**src/vlsu_cfg_pkg.sv**
```systemverilog
// Bus and lane-buffer geometry of the sequential load path
// Load request command type

`default_nettype none

package vlsu_cfg_pkg;

  // =========================================================================
  // Bus geometry
  // =========================================================================

  localparam int unsigned AddrWidth      = 32;
  localparam int unsigned BusBytes       = 4;
  localparam int unsigned BusNibbles     = 2 * BusBytes;
  localparam int unsigned ByteIdxWidth   = $clog2(BusBytes);
  localparam int unsigned BusNibIdxWidth = $clog2(BusNibbles);
  localparam int unsigned WordIdxWidth   = AddrWidth - ByteIdxWidth;

  // Nibble addresses span the full byte address space
  localparam int unsigned NibAddrWidth   = WordIdxWidth + BusNibIdxWidth;

  // =========================================================================
  // Lane buffer geometry
  // =========================================================================

  localparam int unsigned NrLanes        = 3;
  localparam int unsigned LaneNibbles    = 4;
  // 12 nibbles per entry, so entries and bus words do not line up
  localparam int unsigned EntryNibbles   = NrLanes * LaneNibbles;
  localparam int unsigned EntryIdxWidth  = $clog2(EntryNibbles);

  // Request length in nibbles, 1 to 255
  localparam int unsigned LenWidth       = 8;

  typedef struct packed {
    logic [NibAddrWidth-1:0] addr;
    logic [LenWidth-1:0]     len;
  } load_req_t;

endpackage

`default_nettype wire

```
**src/vlsu_bus_pkg.sv**
```systemverilog
// AXI4-Lite read channel payloads
// Transaction record and lane-buffer entry types

`default_nettype none

package vlsu_bus_pkg;

  localparam int unsigned DataWidth = 8 * vlsu_cfg_pkg::BusBytes;

  // Unprivileged, secure, data access
  localparam logic [2:0] ArProtData = 3'b000;

  // =========================================================================
  // AXI4-Lite read channels
  // =========================================================================

  typedef struct packed {
    logic [vlsu_cfg_pkg::AddrWidth-1:0] addr;
    logic [2:0]                         prot;
  } axi_ar_t;

  typedef struct packed {
    logic [DataWidth-1:0] data;
    logic [1:0]           resp;
  } axi_r_t;

  // =========================================================================
  // Internal records
  // =========================================================================

  // One issued read, valid nibbles are head up to tail-1
  typedef struct packed {
    logic [vlsu_cfg_pkg::BusNibIdxWidth-1:0] head;
    logic [vlsu_cfg_pkg::BusNibIdxWidth:0]   tail;
    logic                                    final_beat;
  } txn_rec_t;

  // Packed lane-buffer entry toward the shuffle stage
  typedef struct packed {
    logic [vlsu_cfg_pkg::EntryNibbles-1:0][3:0] nib;
    logic [vlsu_cfg_pkg::EntryNibbles-1:0]      en;
    logic                                       last;
  } seq_entry_t;

endpackage

`default_nettype wire

```
**src/stream_fifo.sv**
```systemverilog
// Valid/ready FIFO with a payload type parameter
// Circular storage, pointers carry a wrap flag

`timescale 1ns/100ps
`default_nettype none

module stream_fifo #(
  parameter type         T     = logic,
  parameter int unsigned Depth = 2
) (
  input  logic clk_i,
  input  logic rst_ni,

  input  logic push_valid_i,
  output logic push_ready_o,
  input  T     push_data_i,

  output logic pop_valid_o,
  input  logic pop_ready_i,
  output T     pop_data_o
);

  localparam int unsigned PtrWidth = (Depth > 1) ? $clog2(Depth) : 1;
  localparam logic [PtrWidth-1:0] LastIdx = PtrWidth'(Depth - 1);

  T mem_q [Depth];

  logic [PtrWidth-1:0] wr_ptr_q, rd_ptr_q;
  logic                wr_flag_q, rd_flag_q;
  logic                full, empty;
  logic                push, pop;

  // Same index, the wrap flags tell full from empty
  assign empty = (wr_ptr_q == rd_ptr_q) && (wr_flag_q == rd_flag_q);
  assign full  = (wr_ptr_q == rd_ptr_q) && (wr_flag_q != rd_flag_q);

  assign push_ready_o = ~full;
  assign pop_valid_o  = ~empty;
  assign pop_data_o   = mem_q[rd_ptr_q];

  assign push = push_valid_i & ~full;
  assign pop  = pop_valid_o & pop_ready_i;

  always_ff @(posedge clk_i or negedge rst_ni) begin
    if (!rst_ni) begin
      wr_ptr_q  <= '0;
      wr_flag_q <= 1'b0;
      rd_ptr_q  <= '0;
      rd_flag_q <= 1'b0;
    end else begin
      if (push) begin
        wr_ptr_q  <= (wr_ptr_q == LastIdx) ? '0 : wr_ptr_q + 1'b1;
        wr_flag_q <= wr_flag_q ^ (wr_ptr_q == LastIdx);
      end
      if (pop) begin
        rd_ptr_q  <= (rd_ptr_q == LastIdx) ? '0 : rd_ptr_q + 1'b1;
        rd_flag_q <= rd_flag_q ^ (rd_ptr_q == LastIdx);
      end
    end
  end

  always_ff @(posedge clk_i) begin
    if (push) begin
      mem_q[wr_ptr_q] <= push_data_i;
    end
  end

endmodule

`default_nettype wire

```
**src/load_txn_gen.sv**
```systemverilog
// Transaction generator of the sequential load path
// Splits a load request into single-word AXI4-Lite reads
// and one transaction record per read

`timescale 1ns/100ps
`default_nettype none

module load_txn_gen (
  input  logic                    clk_i,
  input  logic                    rst_ni,

  // Load request
  input  logic                    req_valid_i,
  output logic                    req_ready_o,
  input  vlsu_cfg_pkg::load_req_t req_i,

  // AXI4-Lite read address
  output logic                    ar_valid_o,
  input  logic                    ar_ready_i,
  output vlsu_bus_pkg::axi_ar_t   ar_o,

  // Transaction records toward the packer
  output logic                    rec_valid_o,
  input  logic                    rec_ready_i,
  output vlsu_bus_pkg::txn_rec_t  rec_o
);

  import vlsu_cfg_pkg::*;
  import vlsu_bus_pkg::*;

  localparam int unsigned CntWidth = BusNibIdxWidth + 1;

  typedef enum logic {
    GenIdle,
    GenIssue
  } gen_state_e;

  gen_state_e state_q, state_d;

  // Current word, head offset and nibbles still owed from this word on
  logic [WordIdxWidth-1:0]   word_q;
  logic [BusNibIdxWidth-1:0] head_q;
  logic [LenWidth-1:0]       rem_q;

  logic [CntWidth-1:0] avail;
  logic                is_final;
  logic                req_fire;
  logic                ar_fire;

  // =========================================================================
  // Per-word bounds
  // =========================================================================

  // Nibbles the current word can supply from its head upward
  assign avail    = CntWidth'(BusNibbles) - {1'b0, head_q};
  assign is_final = rem_q <= LenWidth'(avail);

  assign rec_o.head       = head_q;
  assign rec_o.tail       = is_final ? {1'b0, head_q} + rem_q[CntWidth-1:0]
                                     : CntWidth'(BusNibbles);
  assign rec_o.final_beat = is_final;

  assign ar_o.addr = {word_q, {ByteIdxWidth{1'b0}}};
  assign ar_o.prot = ArProtData;

  // =========================================================================
  // Handshakes
  // =========================================================================

  assign req_ready_o = (state_q == GenIdle);
  assign req_fire    = req_valid_i & req_ready_o;

  // AR and record advance together, so a read is only offered with queue space
  assign ar_valid_o  = (state_q == GenIssue) & rec_ready_i;
  assign rec_valid_o = (state_q == GenIssue) & ar_ready_i;
  assign ar_fire     = ar_valid_o & ar_ready_i;

  always_comb begin
    state_d = state_q;
    unique case (state_q)
      GenIdle: begin
        if (req_fire) begin
          state_d = GenIssue;
        end
      end
      GenIssue: begin
        if (ar_fire && is_final) begin
          state_d = GenIdle;
        end
      end
      default: begin
        state_d = GenIdle;
      end
    endcase
  end

  always_ff @(posedge clk_i or negedge rst_ni) begin
    if (!rst_ni) begin
      state_q <= GenIdle;
    end else begin
      state_q <= state_d;
    end
  end

  // Only the first word of a request starts off the word boundary
  always_ff @(posedge clk_i) begin
    if (req_fire) begin
      word_q <= req_i.addr[NibAddrWidth-1:BusNibIdxWidth];
      head_q <= req_i.addr[BusNibIdxWidth-1:0];
      rem_q  <= req_i.len;
    end else if (ar_fire) begin
      word_q <= word_q + 1'b1;
      head_q <= '0;
      rem_q  <= rem_q - LenWidth'(avail);
    end
  end

endmodule

`default_nettype wire

```
**src/seq_load_packer.sv**
```systemverilog
// Sequential load packer
// Moves the requested nibbles of each R beat into lane-buffer entries,
// pushing an entry when it is full or the request ends

`timescale 1ns/100ps
`default_nettype none

module seq_load_packer (
  input  logic                     clk_i,
  input  logic                     rst_ni,

  // AXI4-Lite read data
  input  logic                     r_valid_i,
  output logic                     r_ready_o,
  input  vlsu_bus_pkg::axi_r_t     r_i,

  // Transaction records, one per beat and in AR order
  input  logic                     rec_valid_i,
  output logic                     rec_ready_o,
  input  vlsu_bus_pkg::txn_rec_t   rec_i,

  // Packed entries toward the entry buffer
  output logic                     entry_valid_o,
  input  logic                     entry_ready_i,
  output vlsu_bus_pkg::seq_entry_t entry_o
);

  import vlsu_cfg_pkg::*;
  import vlsu_bus_pkg::*;

  localparam int unsigned CntWidth  = BusNibIdxWidth + 1;
  localparam int unsigned FillWidth = EntryIdxWidth + 1;

  // Entry under construction
  seq_entry_t                entry_q, entry_d;
  logic [EntryIdxWidth-1:0]  fill_q;
  // Nibbles of the current beat already placed in an earlier entry
  logic [BusNibIdxWidth-1:0] taken_q;

  logic [CntWidth-1:0]  lo;
  logic [CntWidth-1:0]  bus_left;
  logic [FillWidth-1:0] space;
  logic [FillWidth-1:0] move;
  logic                 active;
  logic                 fits;
  logic                 push;

  // =========================================================================
  // Move amount
  // =========================================================================

  // Nothing is consumed while the entry buffer is full
  assign active = r_valid_i & rec_valid_i & entry_ready_i;

  assign lo       = {1'b0, rec_i.head} + {1'b0, taken_q};
  assign bus_left = rec_i.tail - lo;
  assign space    = FillWidth'(EntryNibbles) - {1'b0, fill_q};

  // Beat remainder fits, otherwise fill the entry and keep the beat
  assign fits = FillWidth'(bus_left) <= space;
  assign move = fits ? FillWidth'(bus_left) : space;

  // Entry full, or final beat of the request placed
  assign push = active & (~fits | (FillWidth'(bus_left) == space) | rec_i.final_beat);

  // =========================================================================
  // Handshakes
  // =========================================================================

  // Beat and record leave together once the beat is fully placed
  assign r_ready_o   = active & fits;
  assign rec_ready_o = active & fits;

  assign entry_valid_o = push;
  assign entry_o       = entry_d;

  // =========================================================================
  // Nibble placement
  // =========================================================================

  always_comb begin
    int src;
    entry_d      = entry_q;
    entry_d.last = rec_i.final_beat & fits;
    for (int i = 0; i < EntryNibbles; i++) begin
      // Entry slot i takes bus nibble src
      src = i - int'(fill_q) + int'(lo);
      if ((i >= int'(fill_q)) && (i < int'(fill_q) + int'(move))) begin
        entry_d.nib[i] = r_i.data[src*4 +: 4];
        entry_d.en[i]  = 1'b1;
      end
    end
  end

  // =========================================================================
  // State
  // =========================================================================

  always_ff @(posedge clk_i or negedge rst_ni) begin
    if (!rst_ni) begin
      entry_q <= '0;
      fill_q  <= '0;
      taken_q <= '0;
    end else if (active) begin
      if (push) begin
        // Start a clean entry, unused nibbles read as zero
        entry_q <= '0;
        fill_q  <= '0;
      end else begin
        entry_q <= entry_d;
        fill_q  <= fill_q + EntryIdxWidth'(move);
      end
      if (fits) begin
        taken_q <= '0;
      end else begin
        taken_q <= taken_q + BusNibIdxWidth'(move);
      end
    end
  end

endmodule

`default_nettype wire

```
**src/vlsu_seq_load_top.sv**
```systemverilog
// Top level of the sequential load path
// Generator, record FIFO, packer and entry FIFO

`timescale 1ns/100ps
`default_nettype none

module vlsu_seq_load_top #(
  parameter int unsigned RecDepth   = 4,
  parameter int unsigned EntryDepth = 2
) (
  input  logic                     clk_i,
  input  logic                     rst_ni,

  // Load request
  input  logic                     req_valid_i,
  output logic                     req_ready_o,
  input  vlsu_cfg_pkg::load_req_t  req_i,

  // AXI4-Lite read master, AR and R only
  output logic                     ar_valid_o,
  input  logic                     ar_ready_i,
  output vlsu_bus_pkg::axi_ar_t    ar_o,
  input  logic                     r_valid_i,
  output logic                     r_ready_o,
  input  vlsu_bus_pkg::axi_r_t     r_i,

  // Packed entries toward the shuffle stage
  output logic                     entry_valid_o,
  input  logic                     entry_ready_i,
  output vlsu_bus_pkg::seq_entry_t entry_o
);

  import vlsu_bus_pkg::*;

  // Generator to record queue
  logic       gen_rec_valid;
  logic       gen_rec_ready;
  txn_rec_t   gen_rec;

  // Record queue to packer
  logic       pk_rec_valid;
  logic       pk_rec_ready;
  txn_rec_t   pk_rec;

  // Packer to entry buffer
  logic       pk_entry_valid;
  logic       pk_entry_ready;
  seq_entry_t pk_entry;

  load_txn_gen i_txn_gen (
    .clk_i       (clk_i        ),
    .rst_ni      (rst_ni       ),
    .req_valid_i (req_valid_i  ),
    .req_ready_o (req_ready_o  ),
    .req_i       (req_i        ),
    .ar_valid_o  (ar_valid_o   ),
    .ar_ready_i  (ar_ready_i   ),
    .ar_o        (ar_o         ),
    .rec_valid_o (gen_rec_valid),
    .rec_ready_i (gen_rec_ready),
    .rec_o       (gen_rec      )
  );

  stream_fifo #(
    .T     (txn_rec_t),
    .Depth (RecDepth )
  ) i_rec_fifo (
    .clk_i        (clk_i        ),
    .rst_ni       (rst_ni       ),
    .push_valid_i (gen_rec_valid),
    .push_ready_o (gen_rec_ready),
    .push_data_i  (gen_rec      ),
    .pop_valid_o  (pk_rec_valid ),
    .pop_ready_i  (pk_rec_ready ),
    .pop_data_o   (pk_rec       )
  );

  seq_load_packer i_packer (
    .clk_i         (clk_i         ),
    .rst_ni        (rst_ni        ),
    .r_valid_i     (r_valid_i     ),
    .r_ready_o     (r_ready_o     ),
    .r_i           (r_i           ),
    .rec_valid_i   (pk_rec_valid  ),
    .rec_ready_o   (pk_rec_ready  ),
    .rec_i         (pk_rec        ),
    .entry_valid_o (pk_entry_valid),
    .entry_ready_i (pk_entry_ready),
    .entry_o       (pk_entry      )
  );

  // Ping-pong style buffer in front of the shuffle stage
  stream_fifo #(
    .T     (seq_entry_t),
    .Depth (EntryDepth )
  ) i_entry_fifo (
    .clk_i        (clk_i         ),
    .rst_ni       (rst_ni        ),
    .push_valid_i (pk_entry_valid),
    .push_ready_o (pk_entry_ready),
    .push_data_i  (pk_entry      ),
    .pop_valid_o  (entry_valid_o ),
    .pop_ready_i  (entry_ready_i ),
    .pop_data_o   (entry_o       )
  );

endmodule

`default_nettype wire

```
**config.mk**
```make
export PLATFORM = sky130hd
export DESIGN_NAME = vlsu_seq_load_top
export DESIGN_NICKNAME = d
export VERILOG_FILES = /design/src/vlsu_cfg_pkg.sv /design/src/vlsu_bus_pkg.sv /design/src/stream_fifo.sv /design/src/load_txn_gen.sv /design/src/seq_load_packer.sv /design/src/vlsu_seq_load_top.sv
export SDC_FILE = /design/constraint.sdc
export NUM_CORES = 1
export LEC_CHECK = 0
export BUFFER_PORTS_ARGS = -buffer_cell sky130_fd_sc_hd__buf_2
export CORE_UTILIZATION = 48
export DETAILED_ROUTE_END_ITERATION = 12
export GPL_TIMING_DRIVEN = 1
export PLACE_DENSITY = 0.7
export SYNTH_ARGS = -nofsm -noshare
export SYNTH_HDL_FRONTEND = slang
export SYNTH_SLANG_ARGS = --single-unit
```
**constraint.sdc**
```tcl
create_clock -name clk_i -period 7.34 [get_ports clk_i]
set_input_delay 0.367 -clock clk_i [delete_from_list [all_inputs] [get_ports clk_i]]
set_output_delay 0.367 -clock clk_i [all_outputs]
set_load 0.02 [all_outputs]
```
==> impl_metrics.ini <==
[outcome]
status = completed

[floorplan]
start_util_pct = 49.0
dieArea_um2 = 33100
core_region_area_um2 = 31700
io_pins = 181
row_count = 65
die_y_um = 182
dieWidth_um = 182

[global_route]
grt_pass1_wl_um = 56700
grt_antenna_before_repair = 1
grt_overflow = 0
grt_max_degree = 76
first_global_vias = 10800
grt_usage_pct = 21.7

[logic_synthesis]
ys_ff_latch = 273
synth_edf_count = 195
synthArstFlopShare_pct = 28.6
yosysSeqAreaShare_pct = 50.3
synthesis.area_um2 = 15500
synth.distinct_cells = 71
yosysWarnings = 0
synthCells = 1297
avgSynthCellArea_um2 = 12.0
synth_flop_cell = edfxtp_1

[hold_path]
hold_path.class = input pin to flip-flop

[layout]
fillers = 2632
nets = 1637
area_delta_synth_final_pct = 14.8
drive_above_1_share_pct = 25.1
antenna_cells = 0

[timing]
tightest_slew_ns = 0.945
skew_ns = 0.0130
fin_crit_ns = 6.78
slew_viol_final = 0
period_share_pct = 92.3
timing.final.hold_violations = 0
setup_viol = 0
tns_ns = 0
rsz0062_at_grt = false
fmax_ghz = 0.148
slew_headroom_pct = 36.6

[route]
vias_per_cell = 5.80
drt_iter0_markers = 855
ant_nets = 0
routed_wirelength_um = 36100
wl_per_cell_um = 19.0
via_count = 11000
firstDrtPassIters = 5
drc = 0

[clocking]
htreeDepth = 1
cts_root_buffer = clkbuf_16
cts_max_path_buffers = 3
numClockSinks = 273
clk_latency_ns = 0.56
cts_setup_buffers = 0
cts.hold.buffers_added = 1
cts_buffers = 30
ctsResizeCount = 0
tritoncts = done
clk_pin_slew_ns = 0.06

[worst_setup_path]
critical_path_class = flip-flop to flip-flop
crit_buf_inv = 2
worstPathCellList = mux4_2 -> ha_1 -> fa_1 -> inv_1 -> ha_1 -> a21o_1 -> a21oi_1 -> xnor2_1 -> xnor2_1 -> ha_1 -> and3_1 -> a221oi_1 -> a211oi_1 -> buf_4 -> mux2_2 -> fa_1 -> a211o_1 -> a21oi_1 -> nand2_1 -> o21ai_2 -> o21bai_1 -> o21ai_0
cp-end-kind = flip-flop
critPathLaunchType = flip-flop
critical_path.slowest_cell = dfrtp_1
rrSetupSlack_ns = 0.56
worst_ep_required_time_ns = 7.60
cp_max_fo = 9
crit_arrival_ns = 7.04
critPathTopFamily = compound AO/OA/AOI/OAI gates
critPathMostFrequentCell = ha_1
slowest_delay_ns = 0.62

[placement]
gp_congestion = 0.967
io_buffer_count = 173
dp_hpwl_um = 25800

[run]
drv_cap = 0
-- worst register-to-register path, stage by stage, from the launching register on --
cell,delay [ns]
dfrtp_1,0.62
mux4_2,0.56
ha_1,0.22
fa_1,0.53
inv_1,0.07
ha_1,0.28
a21o_1,0.15
a21oi_1,0.17
xnor2_1,0.15
xnor2_1,0.11
ha_1,0.33
and3_1,0.22
a221oi_1,0.10
a211oi_1,0.36
buf_4,0.24
mux2_2,0.39
fa_1,0.51
a211o_1,0.29
a21oi_1,0.31
nand2_1,0.15
o21ai_2,0.18
o21bai_1,0.31
o21ai_0,0.24
-- routing by layer --
metal | track usage (%) | share of wire (%) | vias to the layer above
met5 | 0 | 0.044 | -
met1 | 28.3 | 42 | 5363
li1 | - | - | 5172
met2 | 36.0 | 47 | 415
met4 | 7.83 | 3.3 | 2
met3 | 4.53 | 7.3 | 79
-- sequential cells by signal (all words and copies together) (netlist names), 2 cells and up --
name	flops
i_rec_fifo.mem_q	32
i_entry_fifo.mem_q	122
i_packer.entry_q	60
i_packer.taken_q	3
i_txn_gen.rem_q	8
i_txn_gen.head_q	3
i_rec_fifo.rd_ptr_q	2
i_rec_fifo.wr_ptr_q	2
i_packer.fill_q	4
i_txn_gen.word_q	30
-- synth_stat cells, types with 14 or more instances --
library cell / instances / area (µm²)
nand2_1: 152 / 571
nor2_1: 64 / 240
o32ai_1: 20 / 175
a21oi_1: 32 / 160
clkbuf_1: 34 / 128
inv_1: 66 / 248
a22o_1: 16 / 140
xor2_1: 37 / 324
xnor2_1: 38 / 333
o21ai_0: 58 / 290
edfxtp_1: 195 / 5860
ha_1: 71 / 888
o31ai_1: 18 / 135
dfrtp_1: 78 / 1950
a21o_1: 25 / 188
mux2i_1: 34 / 340
o21ai_1: 28 / 140
mux4_2: 39 / 878
mux2_2: 68 / 766
nand3_1: 22 / 110
buf_2: 14 / 70.1
-- cells in the final DEF (no fill, tap or decap), types with 11 or more instances in the layout --
master	instances
clkbuf_16	30
o21ai_1	28
a21o_1	25
nor2_1	63
dfrtp_1	77
and3_1	12
o32ai_1	20
mux2_2	68
edfxtp_1	195
buf_4	26
inv_1	66
xnor2_1	38
ha_1	71
nand2_1	152
a22o_1	16
nand3_1	22
mux2i_1	34
mux4_2	39
buf_2	172
a21oi_1	32
o31ai_1	18
o21ai_0	58
nand2b_1	13
o21a_1	11
xor2_1	37
-- kinds of logic (layout without fill, tap and decap cells) --
| group | after synthesis | after routing | synth area share (%) |
|---|---|---|---|
| AOI/OAI and AO/OA | 271 | 271 | 12.2 |
| xor gates and xnor gates | 80 | 80 | 4.75 |
| other | 1 | 5 | 0.0241 |
| muxes | 141 | 141 | 12.8 |
| adders and majority gates | 85 | 85 | 7.27 |
| DFF | 273 | 273 | 50.3 |
| buffers and inverters | 126 | 324 | 3.33 |
| and+or+nand+nor | 320 | 320 | 9.42 |
-- area by class of cell --
cell class | instances | area [µm²] | share of cell area [%]
Clock inverter | 24 | 184 | 1.03
Multi-Input combinational cell | 902 | 7240 | 40.6
Tap cell | 402 | 503 | 2.82
Inverter | 68 | 255 | 1.43
Sequential cell | 273 | 7810 | 43.8
Clock buffer | 32 | 758 | 4.25
Timing Repair Buffer | 200 | 1090 | 6.09
-- per-stage QoR --
stage | cell area [µm²] | hold slack (ns) | setup slack (ns) | instances | util (%)
3_3_place_gp | 16900 | 0.314 | 0.721 | 1844 | 53.2
3_5_place_dp | 16900 | 0.316 | 0.575 | 1844 | 53.2
6_report | 17800 | 0.0690 | 0.564 | 1901 | 56.2
5_1_grt | 17800 | 0.0688 | 0.0343 | 1901 | 56.2
2_1_floorplan | 15500 | 0.0714 | 0.0831 | 1301 | -
4_1_cts | 17800 | 0.0567 | 0.530 | 1901 | 56.2
-- worst paths after layout --
path                                         from                   endpoint  depth (start not counted)
hold reg to reg               i_packer.entry_q[4]        i_packer.entry_q[4]                          1
max in group asynchronous                  rst_ni      i_entry_fifo.rd_ptr_q                          3
setup / recovery           i_rec_fifo.rd_ptr_q[0]  i_entry_fifo.mem_q[1][16]                         22
min in group asynchronous                  rst_ni       i_packer.entry_q[46]                          2
hold / removal                           req_i[1]         i_txn_gen.rem_q[1]                          3
setup reg to reg           i_rec_fifo.rd_ptr_q[0]  i_entry_fifo.mem_q[1][16]                         22
Power is left out: the tool's default activity adds up to more than one toggle a clock period on the data nets, which glitch-free logic cannot reach.
